$ cat src/include/lsu_settings.svh
`ifndef LSU_SETTINGS_SVH
`define LSU_SETTINGS_SVH

// nick width, buffer depth is 2**LSU_NICK_W with slot 0 unused
`define LSU_NICK_W 4

// data and address width
`define LSU_DATA_W 32

// data memory size in 32-bit words
`define LSU_MEM_WORDS 256

`endif

$ cat src/hdl/lsuPkg.sv
`include "lsu_settings.svh"

package lsuPkg;

    // reorder tag, 0 means no dependency
    typedef logic [`LSU_NICK_W-1:0] nickT;

    typedef logic [`LSU_DATA_W-1:0] dataT;

    // dispatched opcodes seen by the buffer
    typedef enum logic [3:0] {
        opLb    = 4'h0,
        opLh    = 4'h1,
        opLw    = 4'h2,
        opLbu   = 4'h3,
        opLhu   = 4'h4,
        opSb    = 4'h5,
        opSh    = 4'h6,
        opSw    = 4'h7,
        opOther = 4'hf
    } lsuOpT;

    typedef enum logic [1:0] {
        sizeByte = 2'd0,
        sizeHalf = 2'd1,
        sizeWord = 2'd2
    } accessSizeT;

    typedef enum logic {
        kindLoad  = 1'b0,
        kindStore = 1'b1
    } lsKindT;

endpackage

$ cat src/hdl/loadStoreBuffer.sv
`timescale 1ns/10ps
`include "lsu_settings.svh"

module loadStoreBuffer import lsuPkg::*; (
    input  logic       clk,
    input  logic       rstN,
    input  logic       flush,
    input  logic       dpValid,
    input  nickT       dpNick,
    input  nickT       dpRs1Nick,
    input  dataT       dpRs1Data,
    input  nickT       dpRs2Nick,
    input  dataT       dpRs2Data,
    input  dataT       dpImm,
    input  logic       isMem,
    input  lsKindT     kind,
    input  accessSizeT size,
    input  logic       isSigned,
    input  logic       exValid,
    input  nickT       exNick,
    input  dataT       exData,
    input  logic       cdbValid,
    input  nickT       cdbNick,
    input  dataT       cdbData,
    input  logic       commitValid,
    input  nickT       commitNick,
    output logic       memReq,
    output logic       memWrite,
    output dataT       memAddr,
    output dataT       memWdata,
    output accessSizeT memSize,
    output nickT       reqNick,
    output logic       reqSigned,
    output logic       reqWrite
);

    localparam int Depth = 1 << `LSU_NICK_W;

    // entry control
    logic [Depth-1:0] valid;
    logic [Depth-1:0] issued;
    logic [Depth-1:0] rs1Ready;
    logic [Depth-1:0] rs2Ready;

    // entry payload
    lsKindT           kindQ    [Depth];
    accessSizeT       sizeQ    [Depth];
    logic [Depth-1:0] signedQ;
    dataT             immQ     [Depth];
    nickT             rs1NickQ [Depth];
    nickT             rs2NickQ [Depth];
    dataT             rs1Data  [Depth];
    dataT             rs2Data  [Depth];

    logic dpTake;
    logic storeGo;
    logic loadGo;
    nickT loadSel;
    nickT issueNick;
    logic commitPend;
    nickT commitSlot;

    // either broadcast carries this nick now
    function automatic logic busHit(nickT n);
        return (exValid && exNick == n) || (cdbValid && cdbNick == n);
    endfunction

    function automatic dataT busData(nickT n);
        return (exValid && exNick == n) ? exData : cdbData;
    endfunction

    assign dpTake = dpValid && isMem && (dpNick != '0);

    // committed store first, else lowest ready load
    always_comb begin
        storeGo = commitPend && valid[commitSlot] && (kindQ[commitSlot] == kindStore)
                  && rs1Ready[commitSlot] && rs2Ready[commitSlot];
        loadGo  = 1'b0;
        loadSel = '0;
        for (int i = Depth - 1; i > 0; i--) begin
            if (valid[i] && !issued[i] && (kindQ[i] == kindLoad) && rs1Ready[i]) begin
                loadGo  = 1'b1;
                loadSel = nickT'(i);
            end
        end
    end

    assign issueNick = storeGo ? commitSlot : loadSel;

    always_ff @(posedge clk or negedge rstN) begin
        if (!rstN) begin
            valid      <= '0;
            issued     <= '0;
            rs1Ready   <= '0;
            rs2Ready   <= '0;
            memReq     <= 1'b0;
            commitPend <= 1'b0;
        end else if (flush) begin
            valid      <= '0;
            issued     <= '0;
            memReq     <= 1'b0;
            commitPend <= 1'b0;
        end else begin
            memReq     <= storeGo || loadGo;
            commitPend <= commitValid;
            for (int i = 1; i < Depth; i++) begin
                if (valid[i] && !rs1Ready[i] && busHit(rs1NickQ[i])) begin
                    rs1Ready[i] <= 1'b1;
                end
                if (valid[i] && !rs2Ready[i] && busHit(rs2NickQ[i])) begin
                    rs2Ready[i] <= 1'b1;
                end
            end
            // a load leaves when its own result comes back
            if (cdbValid && issued[cdbNick]) begin
                valid[cdbNick]  <= 1'b0;
                issued[cdbNick] <= 1'b0;
            end
            if (storeGo) begin
                valid[commitSlot] <= 1'b0;
            end else if (loadGo) begin
                issued[loadSel] <= 1'b1;
            end
            if (dpTake) begin
                valid[dpNick]    <= 1'b1;
                issued[dpNick]   <= 1'b0;
                rs1Ready[dpNick] <= (dpRs1Nick == '0) || busHit(dpRs1Nick);
                rs2Ready[dpNick] <= (dpRs2Nick == '0) || busHit(dpRs2Nick);
            end
        end
    end

    always_ff @(posedge clk) begin
        // commit is registered before the store issues
        commitSlot <= commitNick;
        for (int i = 1; i < Depth; i++) begin
            if (!rs1Ready[i] && busHit(rs1NickQ[i])) begin
                rs1Data[i] <= busData(rs1NickQ[i]);
            end
            if (!rs2Ready[i] && busHit(rs2NickQ[i])) begin
                rs2Data[i] <= busData(rs2NickQ[i]);
            end
        end
        if (dpTake) begin
            kindQ[dpNick]    <= kind;
            sizeQ[dpNick]    <= size;
            signedQ[dpNick]  <= isSigned;
            immQ[dpNick]     <= dpImm;
            rs1NickQ[dpNick] <= dpRs1Nick;
            rs2NickQ[dpNick] <= dpRs2Nick;
            rs1Data[dpNick]  <= (dpRs1Nick == '0) ? dpRs1Data : busData(dpRs1Nick);
            rs2Data[dpNick]  <= (dpRs2Nick == '0) ? dpRs2Data : busData(dpRs2Nick);
        end
        // request payload, qualified by memReq
        if (storeGo || loadGo) begin
            memWrite  <= storeGo;
            reqWrite  <= storeGo;
            memAddr   <= rs1Data[issueNick] + immQ[issueNick];
            memWdata  <= storeGo ? rs2Data[issueNick] : '0;
            memSize   <= sizeQ[issueNick];
            reqNick   <= issueNick;
            reqSigned <= signedQ[issueNick];
        end
    end

endmodule

$ cat config.mk
export PLATFORM = sky130hd
export DESIGN_NAME = loadStoreBuffer
export DESIGN_NICKNAME = d
export VERILOG_FILES = /design/src/hdl/lsuPkg.sv /design/src/hdl/loadStoreBuffer.sv
export VERILOG_INCLUDE_DIRS = /design/src /design/src/include
export SDC_FILE = /design/constraint.sdc
export NUM_CORES = 2
export LEC_CHECK = 0
export ABC_AREA = 1
export BUFFER_PORTS_ARGS = -buffer_cell sky130_fd_sc_hd__buf_2
export CAP_MARGIN = 15
export CELL_PAD_IN_SITES_DETAIL_PLACEMENT = 1
export CELL_PAD_IN_SITES_GLOBAL_PLACEMENT = 1
export CORE_MARGIN = 10
export CORE_UTILIZATION = 50
export CTS_CLUSTER_SIZE = 20
export DETAILED_ROUTE_END_ITERATION = 6
export PLACE_DENSITY_LB_ADDON = 0.1
export SLEW_MARGIN = 20
export SYNTH_ARGS = -nofsm -noshare
export SYNTH_HDL_FRONTEND = slang
export SYNTH_SLANG_ARGS = --single-unit
export TNS_END_PERCENT = 30
$ cat constraint.sdc
create_clock -name clk -period 10.5 [get_ports clk]
set_input_delay 0.525 -clock clk [delete_from_list [all_inputs] [get_ports clk]]
set_output_delay 0.525 -clock clk [all_outputs]
set_load 0.05 [all_outputs]
Word-level counts from Yosys, hierarchy flattened
Memories as Yosys holds them, arrays and structs flattened. A register that Yosys moved wholly into a read port is not among the register bits.
Index checks and enable logic that the tools add are counted.

operators by class
  $add $sub $neg = 1
  magnitude comparators = 9
  eq/ne operators = 64
  multiplexer cells = 225
  bitwise gates (word level) = 25
  reductions and logical operators = 295

operators with widths
  cell                                                                number
  two-way mux 32 bit                                                  34
  == test 4 bit                                                       64
  two-way mux 16 bit                                                  15
  logical AND 1 bit                                                   210
  two-way mux 1 bit                                                   148
  AND 16 bit                                                          4
  two-way mux 4 bit                                                   16
  bitwise mux 16 bit                                                  3
  inverter 16 bit                                                     3
  logical NOT 1 bit                                                   46
  logical OR 1 bit                                                    35
  adder 32 bit                                                        1
  bitwise OR 16 bit                                                   2
  less-than comparator 4 x 5 -> 1 bit (second input constant)         5
  binary-select mux 1 bit (select 4 bit)                              5
  demux 1 bit (select 4 bit)                                          4
  greater-or-equal comparator 4 x 1 -> 1 bit (second input constant)  4
  inverter 1 bit                                                      16
  logical NOT 4 bit                                                   2
  nonzero test 4 bit                                                  1
  AND reduction 2 bit                                                 1

storage, ports and cells
  flip-flop bits (word level) = 124
  bits in writable memories = 1,712
  input port bits = 196
  output and inout bits = 74
  word-level logic and storage cells = 640
  memories kept = 7

memories
  name         words  width  read ports  clocked after Yosys merged registers in  write ports  line                   source
  immQ         16     32     1           0                                        1            loadStoreBuffer.sv:49  dataT immQ [Depth];
  rs1Data      16     32     1           0                                        16           loadStoreBuffer.sv:52  dataT rs1Data [Depth];
  rs2Data      16     32     1           1                                        16           loadStoreBuffer.sv:53  dataT rs2Data [Depth];
  rs1NickQ     16     4      15          0                                        1            loadStoreBuffer.sv:50  nickT rs1NickQ [Depth];
  rs2NickQ     16     4      15          0                                        1            loadStoreBuffer.sv:51  nickT rs2NickQ [Depth];
  sizeQ        16     2      1           1                                        1            loadStoreBuffer.sv:47  accessSizeT sizeQ [Depth];
  +1 memories  --     --     --          --                                       --           --

Logic depth before layout (Yosys ltp)
  word-level depth = 30
  gate-level depth with buffers = 47
  mapped depth without buffers = 44

Worst setup path before layout
No wires, ideal clock.

  kind = input to register
  from = input cdbNick[2]
  to = memory rs2Data[2][0] (netlist bit), enable pin
  setup time = 0.466 ns
  arrival time = 4.409 ns
  required time = 10.034 ns
  slack = 5.625 ns
  stages = 8
  buffers on the path = 3
  cell sequence = clkbuf_1 -> clkbuf_1 -> buf_1 -> xnor2_1 -> nand4_1 -> nand2_1 -> inv_1 -> o21ai_0

RTL lines
  element      line                   source
  from (decl)  loadStoreBuffer.sv:23  input nickT cdbNick,
  to (decl)    loadStoreBuffer.sv:53

Worst setup path in the final report
  from = register commitSlot[1]
  to = register memAddr[31], data pin

between the ends
  word-level cells in the longest chain between the ends = 9
  elaborated cells on any way between the ends = 14
  classes of those cells = add/sub: 1; mux: 7; reduce/logical: 4; memory: 2

RTL lines
  element                                         line                    source
  from (decl)                                     loadStoreBuffer.sv:61   nickT commitSlot;
  from (signal assigned)                          loadStoreBuffer.sv:135  commitSlot <= commitNick;
  binary-select mux 1 bit (select 4 bit)          loadStoreBuffer.sv:76   storeGo = commitPend && valid[commitSlot] && (kindQ[commitSlot] == kindStore)
  two-way mux 1 bit (implied by the code)         loadStoreBuffer.sv:76
  logical AND 1 bit (2 in a row)                  loadStoreBuffer.sv:76
  logical AND 1 bit (2 in a row)                  loadStoreBuffer.sv:77   && rs1Ready[commitSlot] && rs2Ready[commitSlot];
  two-way mux 4 bit (*)                           loadStoreBuffer.sv:88   assign issueNick = storeGo ? commitSlot : loadSel;
  memory (16 x 32 bit), on equally long branches  --
  adder 32 bit (*)                                loadStoreBuffer.sv:158  memAddr <= rs1Data[issueNick] + immQ[issueNick];
  to (signal assigned)                            loadStoreBuffer.sv:158
  to (decl)                                       loadStoreBuffer.sv:29   output dataT memAddr,

Mark *: on every way between the ends. The rest lies on a longest branch, timed or not. The select of a mux whose other input is x is not followed.
A chain may end at the register's enable or synchronous reset.

==> impl_results.md <==
- Peak supply drop: approximately 0.19 mV
- Power share of the combinational group: 11.4%
- Fraction of registers with async set or reset after synthesis: around 3.5%
- Pin count of the biggest net entering global routing: 200
- Inserted Clock Buffers: 203
- Yosys warns: 0
- Netlist cell types: between 50 and 60
- Initial DRT Pass Iterations: 6
- Synthesis-stage register bit count: 1,862
- Ports: 270
- Internal Power: between 0.01 and 0.015 W
- Max_cap viols: 0
- Mean cell area of the mapped netlist: 9.30 µm²
- Arrival time worst endpoint: 9070 ps
- Initial antenna violation count: 29
- Sw Share: a little over a quarter
- CP Class: reg2reg
- Synth-to-layout area growth: 10.5%
- Most frequent CP cell: nand2_1
- Tightest Pin Transition: around 1300 ps
- CP Launch Type: flop
- Fin worst setup slack: about 2100 ps
- Layout cell share with drive strength beyond 1: under 10%
- Fin. Hold Viols: 0
- Final hold slack: ~36 ps
- Flop pwr share: 49.0%
- Mapped Cells: roughly 10,000
- H-tree depth: 4
- Worst setup EP type: flop
- Die height: roughly 460 µm
- Period utilisation layout: 80.3%
- Crit path max fanout: ~200
- RSZ-0062 raised after global routing: false
- P_sw: 0.00464 W
- Clock Power Share: between 30% and 40%
- EDFF count, synth: about 1,800
- Total track usage: between 30% and 40%
- Final Critical Period: roughly 8400 ps
- DIE WIDTH: around 460 µm
- Via/cell ratio: just under 7
- Routed WL: about 420,000 µm
- Vias: ~89,000
- Final setup fails: 0
- Seq/Total Area, Yosys: 57.1%
- Max stage delay on crit path: roughly 760 ps
- # rows: approximately 160
- Static Leak: 39.5 nW
- GP Congestion: 0.897
- Place WS: 2400 ps
- Max_slew headroom: around 15%
- Clk slew on worst S/H paths: around 70 ps
- Grt ovf: 0
- Status: finished clean
- Antenna-violating nets left: 0
- Inst Count DP: roughly 13,000
- Worst min path class: in2reg
- Worst-Skew Late Latency: 880 ps
- Main combinational cell family by area after synthesis: compound AO/OA/AOI/OAI gates
- Nets@finish: about 10,000
- Max Buffers Root-to-Sink: 3
- First-pass GRT wire length: 605,000 µm
- Post-synthesis simple-gate area fraction: 16.2%
- CP max stage cell: o21ai_0
- PwrDens: 161 mW/mm²
- Most used flip-flop cell after synthesis: edfxtp_1
- Core Region: ~0.19 mm²
- # DRC: 0
- Fmax: around 0.12 GHz
- Starting Density: around half
- Cts repair resizes: 0
- Routed wire per std cell: approximately 32 µm
- Synth Cell Area: between 0.09 and 0.1 mm²
- Post-Layout Cell Count: between 10,000 and 15,000
- Final HPWL DP: between 200,000 and 250,000 µm
- Number of port buffers: roughly 270
- Clk_skew: ~35 ps
- Total Die Area: roughly 0.21 mm²
- CP required: ~11,000 ps
- Total power: ~0.017 W
- Clk sinks: 1,862
- CTS tree: built
- Vias in the first global route: around 90,000
- XOR/XNOR share of the synthesized area: less than 1%
- Drt initial violations: around 12,000
- Mux cell area share after synthesis: 0%
- Clock root buffer: clkbuf_16
- Compound-cell area share of the yosys netlist: between 10% and 20%
- Setup TNS Final: 0 ps
- Final Max Tran Viols: 0
- Post-synthesis adder-cell area fraction: less than 1%
[layer usage]
metal,GRT usage [%],wire (µm)
met4,23.2,28600
met3,8.10,47300
met5,0.226,221
met2,60.1,189000
met1,48.7,155000
[registers in the layout (all words and copies together), names as in the netlist, 32 cells and up]
register and flops:
immQ 512, rs1Data 512, rs2Data 512, rs1NickQ 60, rs2NickQ 60, memAddr 32, memWdata 32, sizeQ 32
[critical path, delay by kind of cell, from the launching register on]
| family | cells | cell delay, ps |
|---|---|---|
| compound gates | 4 | 1770 |
| flops | 1 | 400 |
| buf+inv | 7 | 1290 |
| fa+ha+maj | 1 | 380 |
| simple gates | 22 | 3960 |
[kinds of logic after synthesis]
kind of cell	count (synthesis)
simple gates	3801
compound gates	3164
flops	1862
buf+inv	1506
xor+xnor	99
fa+ha+maj	32
other cells	1
[synth_stat cells (all sizes together) (66+ instances only)]
| library cell | n | area share [%] |
|---|---|---|
| a21oi | 364 | 1.9 |
| buf | 305 | 1.4 |
| clkbuf | 786 | 3.0 |
| dfrtp | 66 | 1.7 |
| edfxtp | 1792 | 55 |
| inv | 410 | 1.6 |
| nand2 | 2181 | 8.4 |
| nand3 | 1086 | 5.6 |
| nor2 | 479 | 1.9 |
| o211ai | 927 | 7.2 |
| o21ai | 1620 | 8.3 |
| o22ai | 88 | 0.57 |
| xor2 | 78 | 0.70 |
[power groups by stage]
stage / Clock (W) / Combinational (W) / Sequential (W)
floorplan: 0 / 0.00112 / 0.00865
global placement: 0 / 0.00181 / 0.00865
detailed placement: 0 / 0.00190 / 0.00866
CTS: 0.00686 / 0.00192 / 0.00850
global route: 0.00716 / 0.00213 / 0.00852
finish: 0.00686 / 0.00198 / 0.00851
[cells in the final DEF (no fill, tap or decap), drive strengths merged, types with 78 or more instances in the layout]
master and n:
nand2 2181, edfxtp 1792, o21ai 1620, nand3 1086
o211ai 927, buf 524, nor2 479, inv 411
a21oi 364, clkbuf 253, clkinv 113, conb 100
o22ai 88, xor2 78
[stage by stage]
step / util, % / instance area, µm²
after floorplan: - / 97700
after global placement: 52.3 / 101000
after detailed placement: 52.3 / 101000
after CTS: 55.6 / 107000
after global routing: 55.7 / 107000
final: 55.7 / 107000
[repair_timing]
action	CTS	global route
hold buffers	29	0
hold endpoints to repair	317	0
buffers inserted	0	0
setup endpoints to repair	0	0
[cell type report]
cell class,instances,area (µm²)
fillers,21600,85500
flip-flops and latches,1862,55500
multi-input cells,7196,37300
clock buffers,253,5320
repair buffers,553,3680
well taps,2526,3160
inverters,415,1620
clock inverters,118,811
diodes,10,25.0
[worst paths after layout]
kind / slack [ps] / cells past startpoint / end / start
max reg2reg: 2070 / 34 / memAddr[31]$_DFFE_PN_ / commitSlot[1]$_DFF_P_
min in group asynchronous: 440 / 3 / rs2Ready[15]$_DFFE_PN0N_ / rstN
min reg2reg: 380 / 0 / rs1Ready[0]$_DFFE_PN0P_ / rs1Ready[0]$_DFFE_PN0P_
max: 2070 / 34 / memAddr[31]$_DFFE_PN_ / commitSlot[1]$_DFF_P_
min: 40 / 2 / valid[13]$_DFF_PN0_ / flush
max in group asynchronous: 9430 / 3 / valid[2]$_DFF_PN0_ / rstN
Power figures use the tool's default switching activity.
