<file path="src/include/lsu_settings.svh">
`ifndef LSU_SETTINGS_SVH
`define LSU_SETTINGS_SVH

// nick width, buffer depth is 2**LSU_NICK_W with slot 0 unused
`define LSU_NICK_W 4

// data and address width
`define LSU_DATA_W 32

// data memory size in 32-bit words
`define LSU_MEM_WORDS 256

`endif

</file>
<file path="src/hdl/lsuPkg.sv">
`include "lsu_settings.svh"

package lsuPkg;

    // reorder tag, 0 means no dependency
    typedef logic [`LSU_NICK_W-1:0] nickT;

    typedef logic [`LSU_DATA_W-1:0] dataT;

    // dispatched opcodes seen by the buffer
    typedef enum logic [3:0] {
        opLb    = 4'h0,
        opLh    = 4'h1,
        opLw    = 4'h2,
        opLbu   = 4'h3,
        opLhu   = 4'h4,
        opSb    = 4'h5,
        opSh    = 4'h6,
        opSw    = 4'h7,
        opOther = 4'hf
    } lsuOpT;

    typedef enum logic [1:0] {
        sizeByte = 2'd0,
        sizeHalf = 2'd1,
        sizeWord = 2'd2
    } accessSizeT;

    typedef enum logic {
        kindLoad  = 1'b0,
        kindStore = 1'b1
    } lsKindT;

endpackage

</file>
<file path="src/hdl/lsuResult.sv">
`timescale 1ns/10ps
`include "lsu_settings.svh"

module lsuResult import lsuPkg::*; (
    input  logic       clk,
    input  logic       rstN,
    input  logic       flush,
    input  logic       memReq,
    input  logic [1:0] memAddrLo,
    input  accessSizeT memSize,
    input  nickT       reqNick,
    input  logic       reqSigned,
    input  logic       reqWrite,
    input  dataT       rdData,
    output logic       cdbValid,
    output nickT       cdbNick,
    output dataT       cdbData
);

    // request attributes lined up with rdData
    logic       pendValid;
    logic [1:0] pendLo;
    accessSizeT pendSize;
    nickT       pendNick;
    logic       pendSigned;
    logic       pendWrite;

    logic [7:0]  byteLane;
    logic [15:0] halfLane;
    dataT        loadData;

    assign byteLane = rdData[pendLo*8 +: 8];
    assign halfLane = rdData[pendLo[1]*16 +: 16];

    always_comb begin
        case (pendSize)
            sizeByte: loadData = {{(`LSU_DATA_W-8){pendSigned & byteLane[7]}}, byteLane};
            sizeHalf: loadData = {{(`LSU_DATA_W-16){pendSigned & halfLane[15]}}, halfLane};
            default:  loadData = rdData;
        endcase
    end

    always_ff @(posedge clk or negedge rstN) begin
        if (!rstN) begin
            pendValid <= 1'b0;
            cdbValid  <= 1'b0;
        end else if (flush) begin
            pendValid <= 1'b0;
            cdbValid  <= 1'b0;
        end else begin
            pendValid <= memReq;
            cdbValid  <= pendValid;
        end
    end

    always_ff @(posedge clk) begin
        pendLo     <= memAddrLo;
        pendSize   <= memSize;
        pendNick   <= reqNick;
        pendSigned <= reqSigned;
        pendWrite  <= reqWrite;
        cdbNick    <= pendNick;
        // stores complete with zero data
        cdbData    <= pendWrite ? '0 : loadData;
    end

endmodule

</file>
<file path="config.mk">
export PLATFORM = sky130hd
export DESIGN_NAME = lsuResult
export DESIGN_NICKNAME = d
export VERILOG_FILES = /design/src/hdl/lsuPkg.sv /design/src/hdl/lsuResult.sv
export VERILOG_INCLUDE_DIRS = /design/src /design/src/include
export SDC_FILE = /design/constraint.sdc
export NUM_CORES = 1
export LEC_CHECK = 0
export BUFFER_PORTS_ARGS = -buffer_cell sky130_fd_sc_hd__buf_2
export CAP_MARGIN = 20
export CORE_MARGIN = 3
export CORE_UTILIZATION = 30
export DETAILED_ROUTE_END_ITERATION = 8
export PLACE_DENSITY = 0.63
export SLEW_MARGIN = 20
export SYNTH_ARGS = -nofsm -noshare
export SYNTH_HDL_FRONTEND = slang
export SYNTH_SLANG_ARGS = --single-unit
export TNS_END_PERCENT = 1
</file>
<file path="constraint.sdc">
create_clock -name clk -period 1.88 [get_ports clk]
set_input_delay 0.094 -clock clk [delete_from_list [all_inputs] [get_ports clk]]
set_output_delay 0.094 -clock clk [all_outputs]
set_load 0.01 [all_outputs]
</file>
; ---- After elaboration in Yosys (flattened, before gate mapping)
; Cells that the tools add are included.
; Widths: inputs -> output; s select.
[op_classes]
n_eq_ne = 1
n_reduce_logical = 1
bitwise_logic = 2
muxes = 3
n_shift = 2
[ops]
columns = op, n
row1 = $pmux 32 s2, 1
row2 = $shiftx 32x6->16, 1
row3 = $shiftx 32x6->8, 1
row4 = $and 1x1->1, 2
row5 = $eq 2x1->1 const B, 1
row6 = $logic_not 2->1, 1
row7 = $mux 1, 2
[word_totals]
out_inout_bits = 37
register_bits = 48

; ---- Logic depth before layout (Yosys ltp)
; Gate-level depths: netlist of the first run.
[logic_depth]
word_depth = 3
mapped_depth = 5

; ---- Least setup slack after synthesis of the first run
; No wires, ideal clock.
[synth_timing]
path_type = register to register
start = register pendLo[1]
end = register cdbData[20]
arrival_time_ns = 1.238
stages_incl_launch_ff = 6
slack_ns = 0.498
period_less_slack_ns = 1.382
path_buffers = 2
cell_sequence = dfxtp_1 buf_6 mux2_4 a32oi_4 buf_8 a21oi_2
[synth_between]
elab_chain_len = 3
[synth_lines]
columns = item, line
row1 = start: declaration, lsuResult.sv:22  ; logic [1:0] pendLo;
row2 = start signal: assignment, lsuResult.sv:57  ; pendLo <= memAddrLo;
row3 = $shiftx 32x6->16 or $shiftx 32x6->8 (tied branches), "lsuResult.sv:33, lsuResult.sv:32"
row4 = $and 1x1->1 (on tied branches), "lsuResult.sv:38, lsuResult.sv:37"
row5 = $pmux 32 s2 *, lsuResult.sv:36  ; case (pendSize)
row6 = end signal: assignment, lsuResult.sv:64  ; cdbData <= pendWrite ? '0 : loadData;
row7 = end: declaration, lsuResult.sv:17  ; output dataT cdbData
; Every way passes the cells marked *; elsewhere a longest branch is shown, timed or not.
; A chain may end at the register's enable or synchronous reset.

; ---- Final worst setup path of the first run
[layout_timing]
start = register pendLo[0]
end = register cdbData[12]
[layout_between]
elab_chain_len = 3
[layout_lines]
columns = item, line
row1 = $shiftx 32x6->8, lsuResult.sv:32  ; assign byteLane = rdData[pendLo*8 +: 8];
row2 = $and 1x1->1, lsuResult.sv:37  ; sizeByte: loadData = {{(`LSU_DATA_W-8){pendSigned & byteLane[7]}}, byteLane};
row3 = $pmux 32 s2, lsuResult.sv:36
; Every way passes these cells.

==> results of run 1 <==
[cell families after synthesis]
kind of cell	synth area share
buffers and inverters	0.05707
flip-flops	0.5149
multiplexers	0.07167
AO/OA/AOI/OAI	0.2024
AND/OR/NAND/NOR	0.1540
[Yosys cell counts (all sizes together)]
cell / count / area [um2]
dfxtp: 46 / 920.9
nor4b: 1 / 15.01
a21oi: 24 / 157.6
a221oi: 9 / 96.35
inv: 8 / 30.03
nor3b: 2 / 25.02
buf: 6 / 51.29
nand2b: 1 / 6.260
a32oi: 1 / 27.53
or2: 1 / 6.260
a22oi: 8 / 60.06
nand2: 24 / 90.09
mux2: 11 / 135.1
clkbuf: 7 / 26.28
o21ai: 8 / 40.04
nor2b: 11 / 68.82
and3b: 9 / 78.83
dfrtp: 2 / 50.05
[state kept, by name, summed over array words and instances (netlist names)]
register	count
cdbData	32
cdbNick	4
cdbValid	1
pendLo	2
pendNick	4
pendSigned	1
pendSize	2
pendValid	1
pendWrite	1
[path summary, 6_finish.rpt]
kind                       slack (ns)                      to
min in group asynchronous        0.11      cdbValid$_DFF_PN0_
max in group asynchronous        1.68     pendValid$_DFF_PN0_
setup reg to reg                 0.30  cdbData[12]$_SDFF_PP0_
hold reg to reg                  0.33      cdbNick[1]$_DFF_P_
setup / recovery                 0.30  cdbData[12]$_SDFF_PP0_
hold / removal                   0.03     pendValid$_DFF_PN0_
[power breakdown]
part	internal [mW]	switching, mW
clock	0.394	0.350
sequential	1.08	0.0248
combinational	0.176	0.176
[cell type report]
| cell class | count | area (um2) | share of cell area |
|---|---|---|---|
| flip-flops and latches | 48 | 970.9 | 0.3704 |
| repair buffers | 101 | 608.1 | 0.2320 |
| clock buffers | 5 | 68.82 | 0.02625 |
| clock inverters | 3 | 42.54 | 0.01623 |
| well taps | 75 | 93.84 | 0.03580 |
| inverters | 8 | 30.03 | 0.01146 |
| multi-input cells | 110 | 807.0 | 0.3079 |
[per-layer routing]
metal,vias up,track usage
met5,-,0
met4,0,0.04748
met3,7,0.03689
met2,65,0.2210
met1,737,0.1829
li1,809,-
[metrics by stage]
stage                     hold slack [ns]    util  std cells  cell area [um2]
after floorplan                   -0.2016       -        179             1886
after global placement            -0.1213  0.3989        330             2390
after detailed placement          -0.1191  0.3989        330             2390
after CTS                         0.01261  0.4376        350             2621
after global routing              0.02750  0.4376        350             2621
final                             0.02800  0.4376        350             2621
[worst reg2reg max path, cell delays in order (launching register included)]
cell	delay (ns)
dfxtp_1	0.45
mux2_2	0.40
a221oi_4	0.44
a221oi_1	0.15
[placed cells by master (no fill, tap or decap), types with 2 or more instances in the layout]
cell	Yosys	routed
a21oi_1	14	14
a21oi_2	10	10
a221oi_1	8	8
a22oi_1	8	8
and3b_1	9	9
buf_12	0	2
buf_2	2	82
buf_4	2	5
clkbuf_8	0	5
dfrtp_1	2	2
dfxtp_1	46	46
dlygate4sd3_1	0	12
inv_1	8	8
mux2_2	8	8
mux2_4	3	3
nand2_1	24	24
nor2b_1	11	11
nor3b_2	2	2
o21ai_0	8	8
[what timing repair did]
item	4_1_cts	5_1_grt
endpoints found under the hold margin	14	0
hold buffers	12	0
setup endpoints to repair	0	0
==> flow_summary.rst, run 1 <==
.. list-table::
   :header-rows: 1

   * - Metric
     - Value
   * - Wire length on met1
     - 2.264 mm
   * - Placement-stage worst setup slack
     - 0.3067 ns
   * - GP Congestion
     - 0.7202
   * - Number of diodes
     - 0
   * - Buffer depth of the longest clock path
     - 2
   * - Portion of the post-synthesis area used by sequential elements
     - 0.5149
   * - Die boundary height
     - 85.28 um
   * - Number of cells on the worst hold path
     - 2
   * - Run status
     - completed
   * - Minimum clock period after layout
     - 1.578 ns
   * - Via count of the first global-routing pass
     - 1622
   * - Critical-path maximum fanout
     - 8
   * - Die footprint
     - approximately 0.0073 mm2
   * - Ratio of total power to cell area
     - 840.4 mW/mm2
   * - FF+latch count, synth
     - 48
   * - Relative slew margins
     - 0.6016
   * - Worst stage delay on the critical path
     - approximately 0.45 ns
   * - Fmax
     - 633.9 MHz
   * - Post-route DRC
     - 0
   * - Post-route clock skew
     - between 0.002 and 0.003 ns
   * - Quantity of gates resized following cts
     - 0
   * - Highest metal layer with signal wires
     - met4
   * - CTS H-Tree Depth
     - 2
   * - Sequence of cells on the critical path
     - mux2_2 > a221oi_4 > a221oi_1
   * - Reg2Reg Depth
     - 3
   * - Die width
     - 85.28 um
   * - Layout area overhead
     - 39.02%
   * - Total negative slack for setup checks
     - 0 ns
   * - Total Routed Length
     - just under 5 mm
   * - Number of placement rows
     - 28
   * - Critical R2R Launch
     - pendLo[0]$_DFF_P_
   * - Final Cycle Share
     - 0.8391
   * - I/O pin cnt
     - 83
   * - WP data required
     - 2.04 ns
   * - Final number of max-transition violations
     - 0
   * - Slew of the pin with the lowest slew margin
     - 0.5950 ns
   * - Nets
     - 320
   * - Core footprint
     - 0.005991 mm2
   * - Highest ir drop seen on vdd
     - between 0.3 and 0.4 mV
   * - Antenna viol nets, final
     - 0
   * - Clock Root Buffer
     - clkbuf_8
   * - Max-cap viol count
     - 0
   * - Met2 routed WL
     - around 2.2 mm
   * - Later-pin clock latency in the skew report
     - 0.30 ns
   * - Worst Setup End Kind
     - flop
   * - Worst Hold Launch
     - memReq
   * - Cells after synthesis
     - 179
   * - Number of antenna violations at the first check in global routing
     - 0
   * - Router iterations before antenna repair
     - 4
   * - Sinks on the clock net
     - 48
   * - PnR Total Power
     - 2.203 mW
   * - Netlist area before placement
     - about 0.0019 mm2
   * - Final setup viols
     - 0
   * - Setup repair after global routing missed its margin
     - false
   * - Number of unique standard cell types used by synthesis
     - 24
   * - Type of the worst min-delay path
     - in -> reg
   * - Filler Cells Inserted
     - 587
   * - CTS tree
     - built
   * - Startpoint types
     - flop
   * - Arr. time, crit path
     - 1.74 ns
   * - Wirelength per Cell
     - 14.02 um
   * - Starting density of the core
     - 0.3147
   * - Top Family by Delay on Critical Path
     - compound AO/OA/AOI/OAI gates
   * - Crit path launch
     - pendLo[0]$_DFF_P_
   * - DR vias/cell
     - about 4.6
   * - HPWL after detailed placement
     - 3.606 mm
   * - Total global routing overflow
     - 0
   * - Number of cells on the critical path
     - 3
   * - Setup CP Type
     - reg -> reg
   * - Post CTS Setup Buffer Count
     - 0
   * - Met3 Wirelength
     - 369 um
   * - Fin worst setup slack
     - approximately 0.3 ns
   * - Port Buf Inserts
     - 82
   * - Post-Synthesis Net Count
     - 225
   * - Warnings from Yosys
     - 0
   * - Clock transition at the register clock pins on the worst setup and hold paths after CTS
     - 0.09 ns
   * - Starting DRC count in detailed routing
     - 67
   * - Number of buffers and inverters on the critical path
     - 0
   * - Total CTS buffers
     - 5
   * - Fraction of layout cells with a size suffix above 1
     - 0.4509
   * - Post-synthesis area per instance
     - 10.53 um2
   * - Vias after detailed routing
     - ~1600
   * - Total global routing track utilization
     - 0.1393
   * - Leak pwr
     - about 1.2 nW
   * - First-pass GRT wire length
     - approximately 8 mm
   * - Worst path slowest cell
     - dfxtp_1
   * - Final hold vios
     - 0
   * - Maximum number of pins on one net before global-route repair
     - 33
(Power assumes the default switching activity.)
==> run 2, diff against run 1 <==
==> constraint.sdc (replaced) <==
create_clock -name clk -period 1.5 [get_ports clk]
set_input_delay 0.075 -clock clk [delete_from_list [all_inputs] [get_ports clk]]
set_output_delay 0.075 -clock clk [all_outputs]
set_load 0.01 [all_outputs]
==> run 2 against run 1 <==
  * Sequential power is 25% higher
  * First-iteration DRC count is 7.5% higher
  * Non-clock buffer count is 6 higher
  * Die area stayed put
  * Register-to-register slack worse by 0.24 ns
  * Flip-flop and latch count stayed put
  * Critical path depth stayed put
  * Clock power is 10% higher
  * Critical endpoint unchanged
  * Highest routed layer unchanged
==> flow_summary.rst, run 2 (synthesized netlist as in run 1, its figures left out) <==
.. list-table::
   :header-rows: 1

   * - Metric
     - Value
   * - Run status
     - completed
   * - Number of buffers and inverters on the critical path
     - 0
   * - Commonest cells after routing, fill and taps aside
     - 82 x buf_2, 44 x dfxtp_1, 24 x nand2_1
   * - Largest registers
     - cdbData (32), cdbNick (4), pendNick (4)
   * - Via count of the first global-routing pass
     - around 1700
   * - HPWL after detailed placement
     - 3.563 mm
   * - Setup repair after global routing missed its margin
     - true
   * - Filler Cells Inserted
     - 582
   * - Register area
     - 975.9 um2
   * - Slew of the pin with the lowest slew margin
     - 0.4434 ns
   * - Vias after detailed routing
     - 1622
   * - Post-route clock skew
     - roughly 0.0055 ns
   * - WP data required
     - about 1.7 ns
   * - Port Buf Inserts
     - 82
   * - Final-layout worst hold slack
     - about 0.022 ns
   * - I/O pin cnt
     - 83
   * - Worst stage delay on the critical path
     - 0.43 ns
   * - PnR Total Power
     - 2.661 mW
   * - Worst Setup End Kind
     - flop
   * - Total CTS buffers
     - 5
   * - Met3 Wirelength
     - 375 um
   * - Nets
     - 326
   * - Number of diodes
     - 0
   * - Final Cycle Share
     - 0.9602
   * - Number of antenna violations at the first check in global routing
     - 0
   * - First-pass GRT wire length
     - 8.059 mm
   * - Highest metal layer with signal wires
     - met4
   * - Type of the worst min-delay path
     - in -> reg
   * - Antenna viol nets, final
     - 0
   * - Router iterations before antenna repair
     - 4
   * - Clock transition at the register clock pins on the worst setup and hold paths after CTS
     - about 0.090 ns
   * - Number of placement rows
     - 28
   * - Leak pwr
     - 1.268 nW
   * - Final setup viols
     - 0
   * - Wire length on met1
     - around 2.2 mm
   * - CTS tree
     - built
   * - Layout area overhead
     - 40.54%
   * - Core footprint
     - 0.005991 mm2
   * - Starting DRC count in detailed routing
     - 72
   * - Relative slew margins
     - 0.7044
   * - Area post-placement
     - 0.002415 mm2
   * - Post-route DRC
     - 0
   * - Total global routing overflow
     - 0
   * - Commonest non-fill, non-tap cell in the layout
     - buf_2
   * - Buffer depth of the longest clock path
     - 2
   * - Minimum clock period after layout
     - 1.440 ns
   * - Arr. time, crit path
     - 1.60 ns
   * - Top register by number of flip-flops
     - cdbData
   * - Top Family by Delay on Critical Path
     - compound AO/OA/AOI/OAI gates
   * - GP Congestion
     - 0.8090
   * - Final hold vios
     - 0
   * - Wirelength per Cell
     - 14.16 um
   * - Die boundary height
     - 85.28 um
   * - Starting density of the core
     - 0.3147
   * - Setup CP Type
     - reg -> reg
   * - Critical-path maximum fanout
     - 8
   * - Fraction of layout cells with a size suffix above 1
     - 0.4662
   * - Die footprint
     - 0.007273 mm2
   * - Ratio of total power to cell area
     - approximately 1000 mW/mm2
   * - Met2 routed WL
     - 2.354 mm
   * - Maximum number of pins on one net before global-route repair
     - 24
   * - CTS H-Tree Depth
     - 2
   * - Later-pin clock latency in the skew report
     - roughly 0.3 ns
   * - Fmax
     - 694.3 MHz
   * - Worst path slowest cell
     - a221oi_4
   * - Final non-filler cell area
     - between 0.002 and 0.003 mm2
   * - Sinks on the clock net
     - 48
   * - Die width
     - around 85 um
   * - Startpoint types
     - flop
   * - DR vias/cell
     - between 4 and 5
   * - Sequence of cells on the critical path
     - mux2_2 > a221oi_4 > a221oi_1
   * - Max-cap viol count
     - 0
   * - Total global routing track utilization
     - 0.1400
   * - Highest ir drop seen on vdd
     - ~0.39 mV
   * - Total Routed Length
     - about 5.0 mm
   * - Core Util, Final
     - 0.4424
   * - Post CTS Setup Buffer Count
     - 0
   * - Largest register FFs
     - 32
   * - Area taken by multi-input logic gates
     - between 800 and 900 um2
   * - Final number of max-transition violations
     - 0
   * - Clock Root Buffer
     - clkbuf_8
-- run 2: per-stage QoR --
stage | TNS [ns] | std cells | worst slack [ns]
floorplan | 0 | 179 | 0.1184
global placement | -0.03448 | 335 | -0.01378
detailed placement | -0.06935 | 335 | -0.01941
CTS | 0 | 356 | 0.02788
global route | -0.1483 | 356 | -0.04128
finish | 0 | 356 | 0.05969
-- run 2: path summary, 6_finish.rpt --
kind / startpoint / to / slack [ns] / depth (start not counted)
hold reg to reg: pendNick[1]$_DFF_P_ / cdbNick[1]$_DFF_P_ / 0.33 / 0
setup reg to reg: pendLo[0]$_DFF_P_ / cdbData[12]$_SDFF_PP0_ / 0.06 / 3
hold / removal: rdData[19] / cdbData[19]$_SDFF_PP0_ / 0.02 / 3
min in group asynchronous: rstN / pendValid$_DFF_PN0_ / 0.09 / 2
setup / recovery: pendLo[0]$_DFF_P_ / cdbData[12]$_SDFF_PP0_ / 0.06 / 3
max in group asynchronous: rstN / cdbValid$_DFF_PN0_ / 1.32 / 2
-- run 2: area by class of cell --
class / instances / area share
flip-flops and latches: 48 / 0.3683
multi-input cells: 110 / 0.3045
repair buffers: 107 / 0.2441
well taps: 75 / 0.03541
clock buffers: 6 / 0.03116
inverters: 8 / 0.01133
clock inverters: 2 / 0.005194
-- run 2: where the power goes --
group          internal (mW)  switching, mW
clock network          0.378          0.443
logic                  0.228          0.226
registers               1.36         0.0288
total                   1.96          0.698
-- run 2: layer usage --
layer  GRT usage  up-vias
met5           0        -
met4     0.05036        0
met3     0.03981        5
met2      0.2309       68
met1      0.1738      726
li1            -      823
-- run 2: tightest hold or removal path, delay by kind of cell --
kind | cells | cell delay (ns)
buffers and inverters | 1 | 0.10
AND/OR/NAND/NOR | 1 | 0.05
AO/OA/AOI/OAI | 1 | 0.05
-- run 2: timing repair --
action                                 CTS  global route
hold buffers                            13             0
resized for setup                        2             2
endpoints found under the hold margin   14             0
setup endpoints to repair               10            21
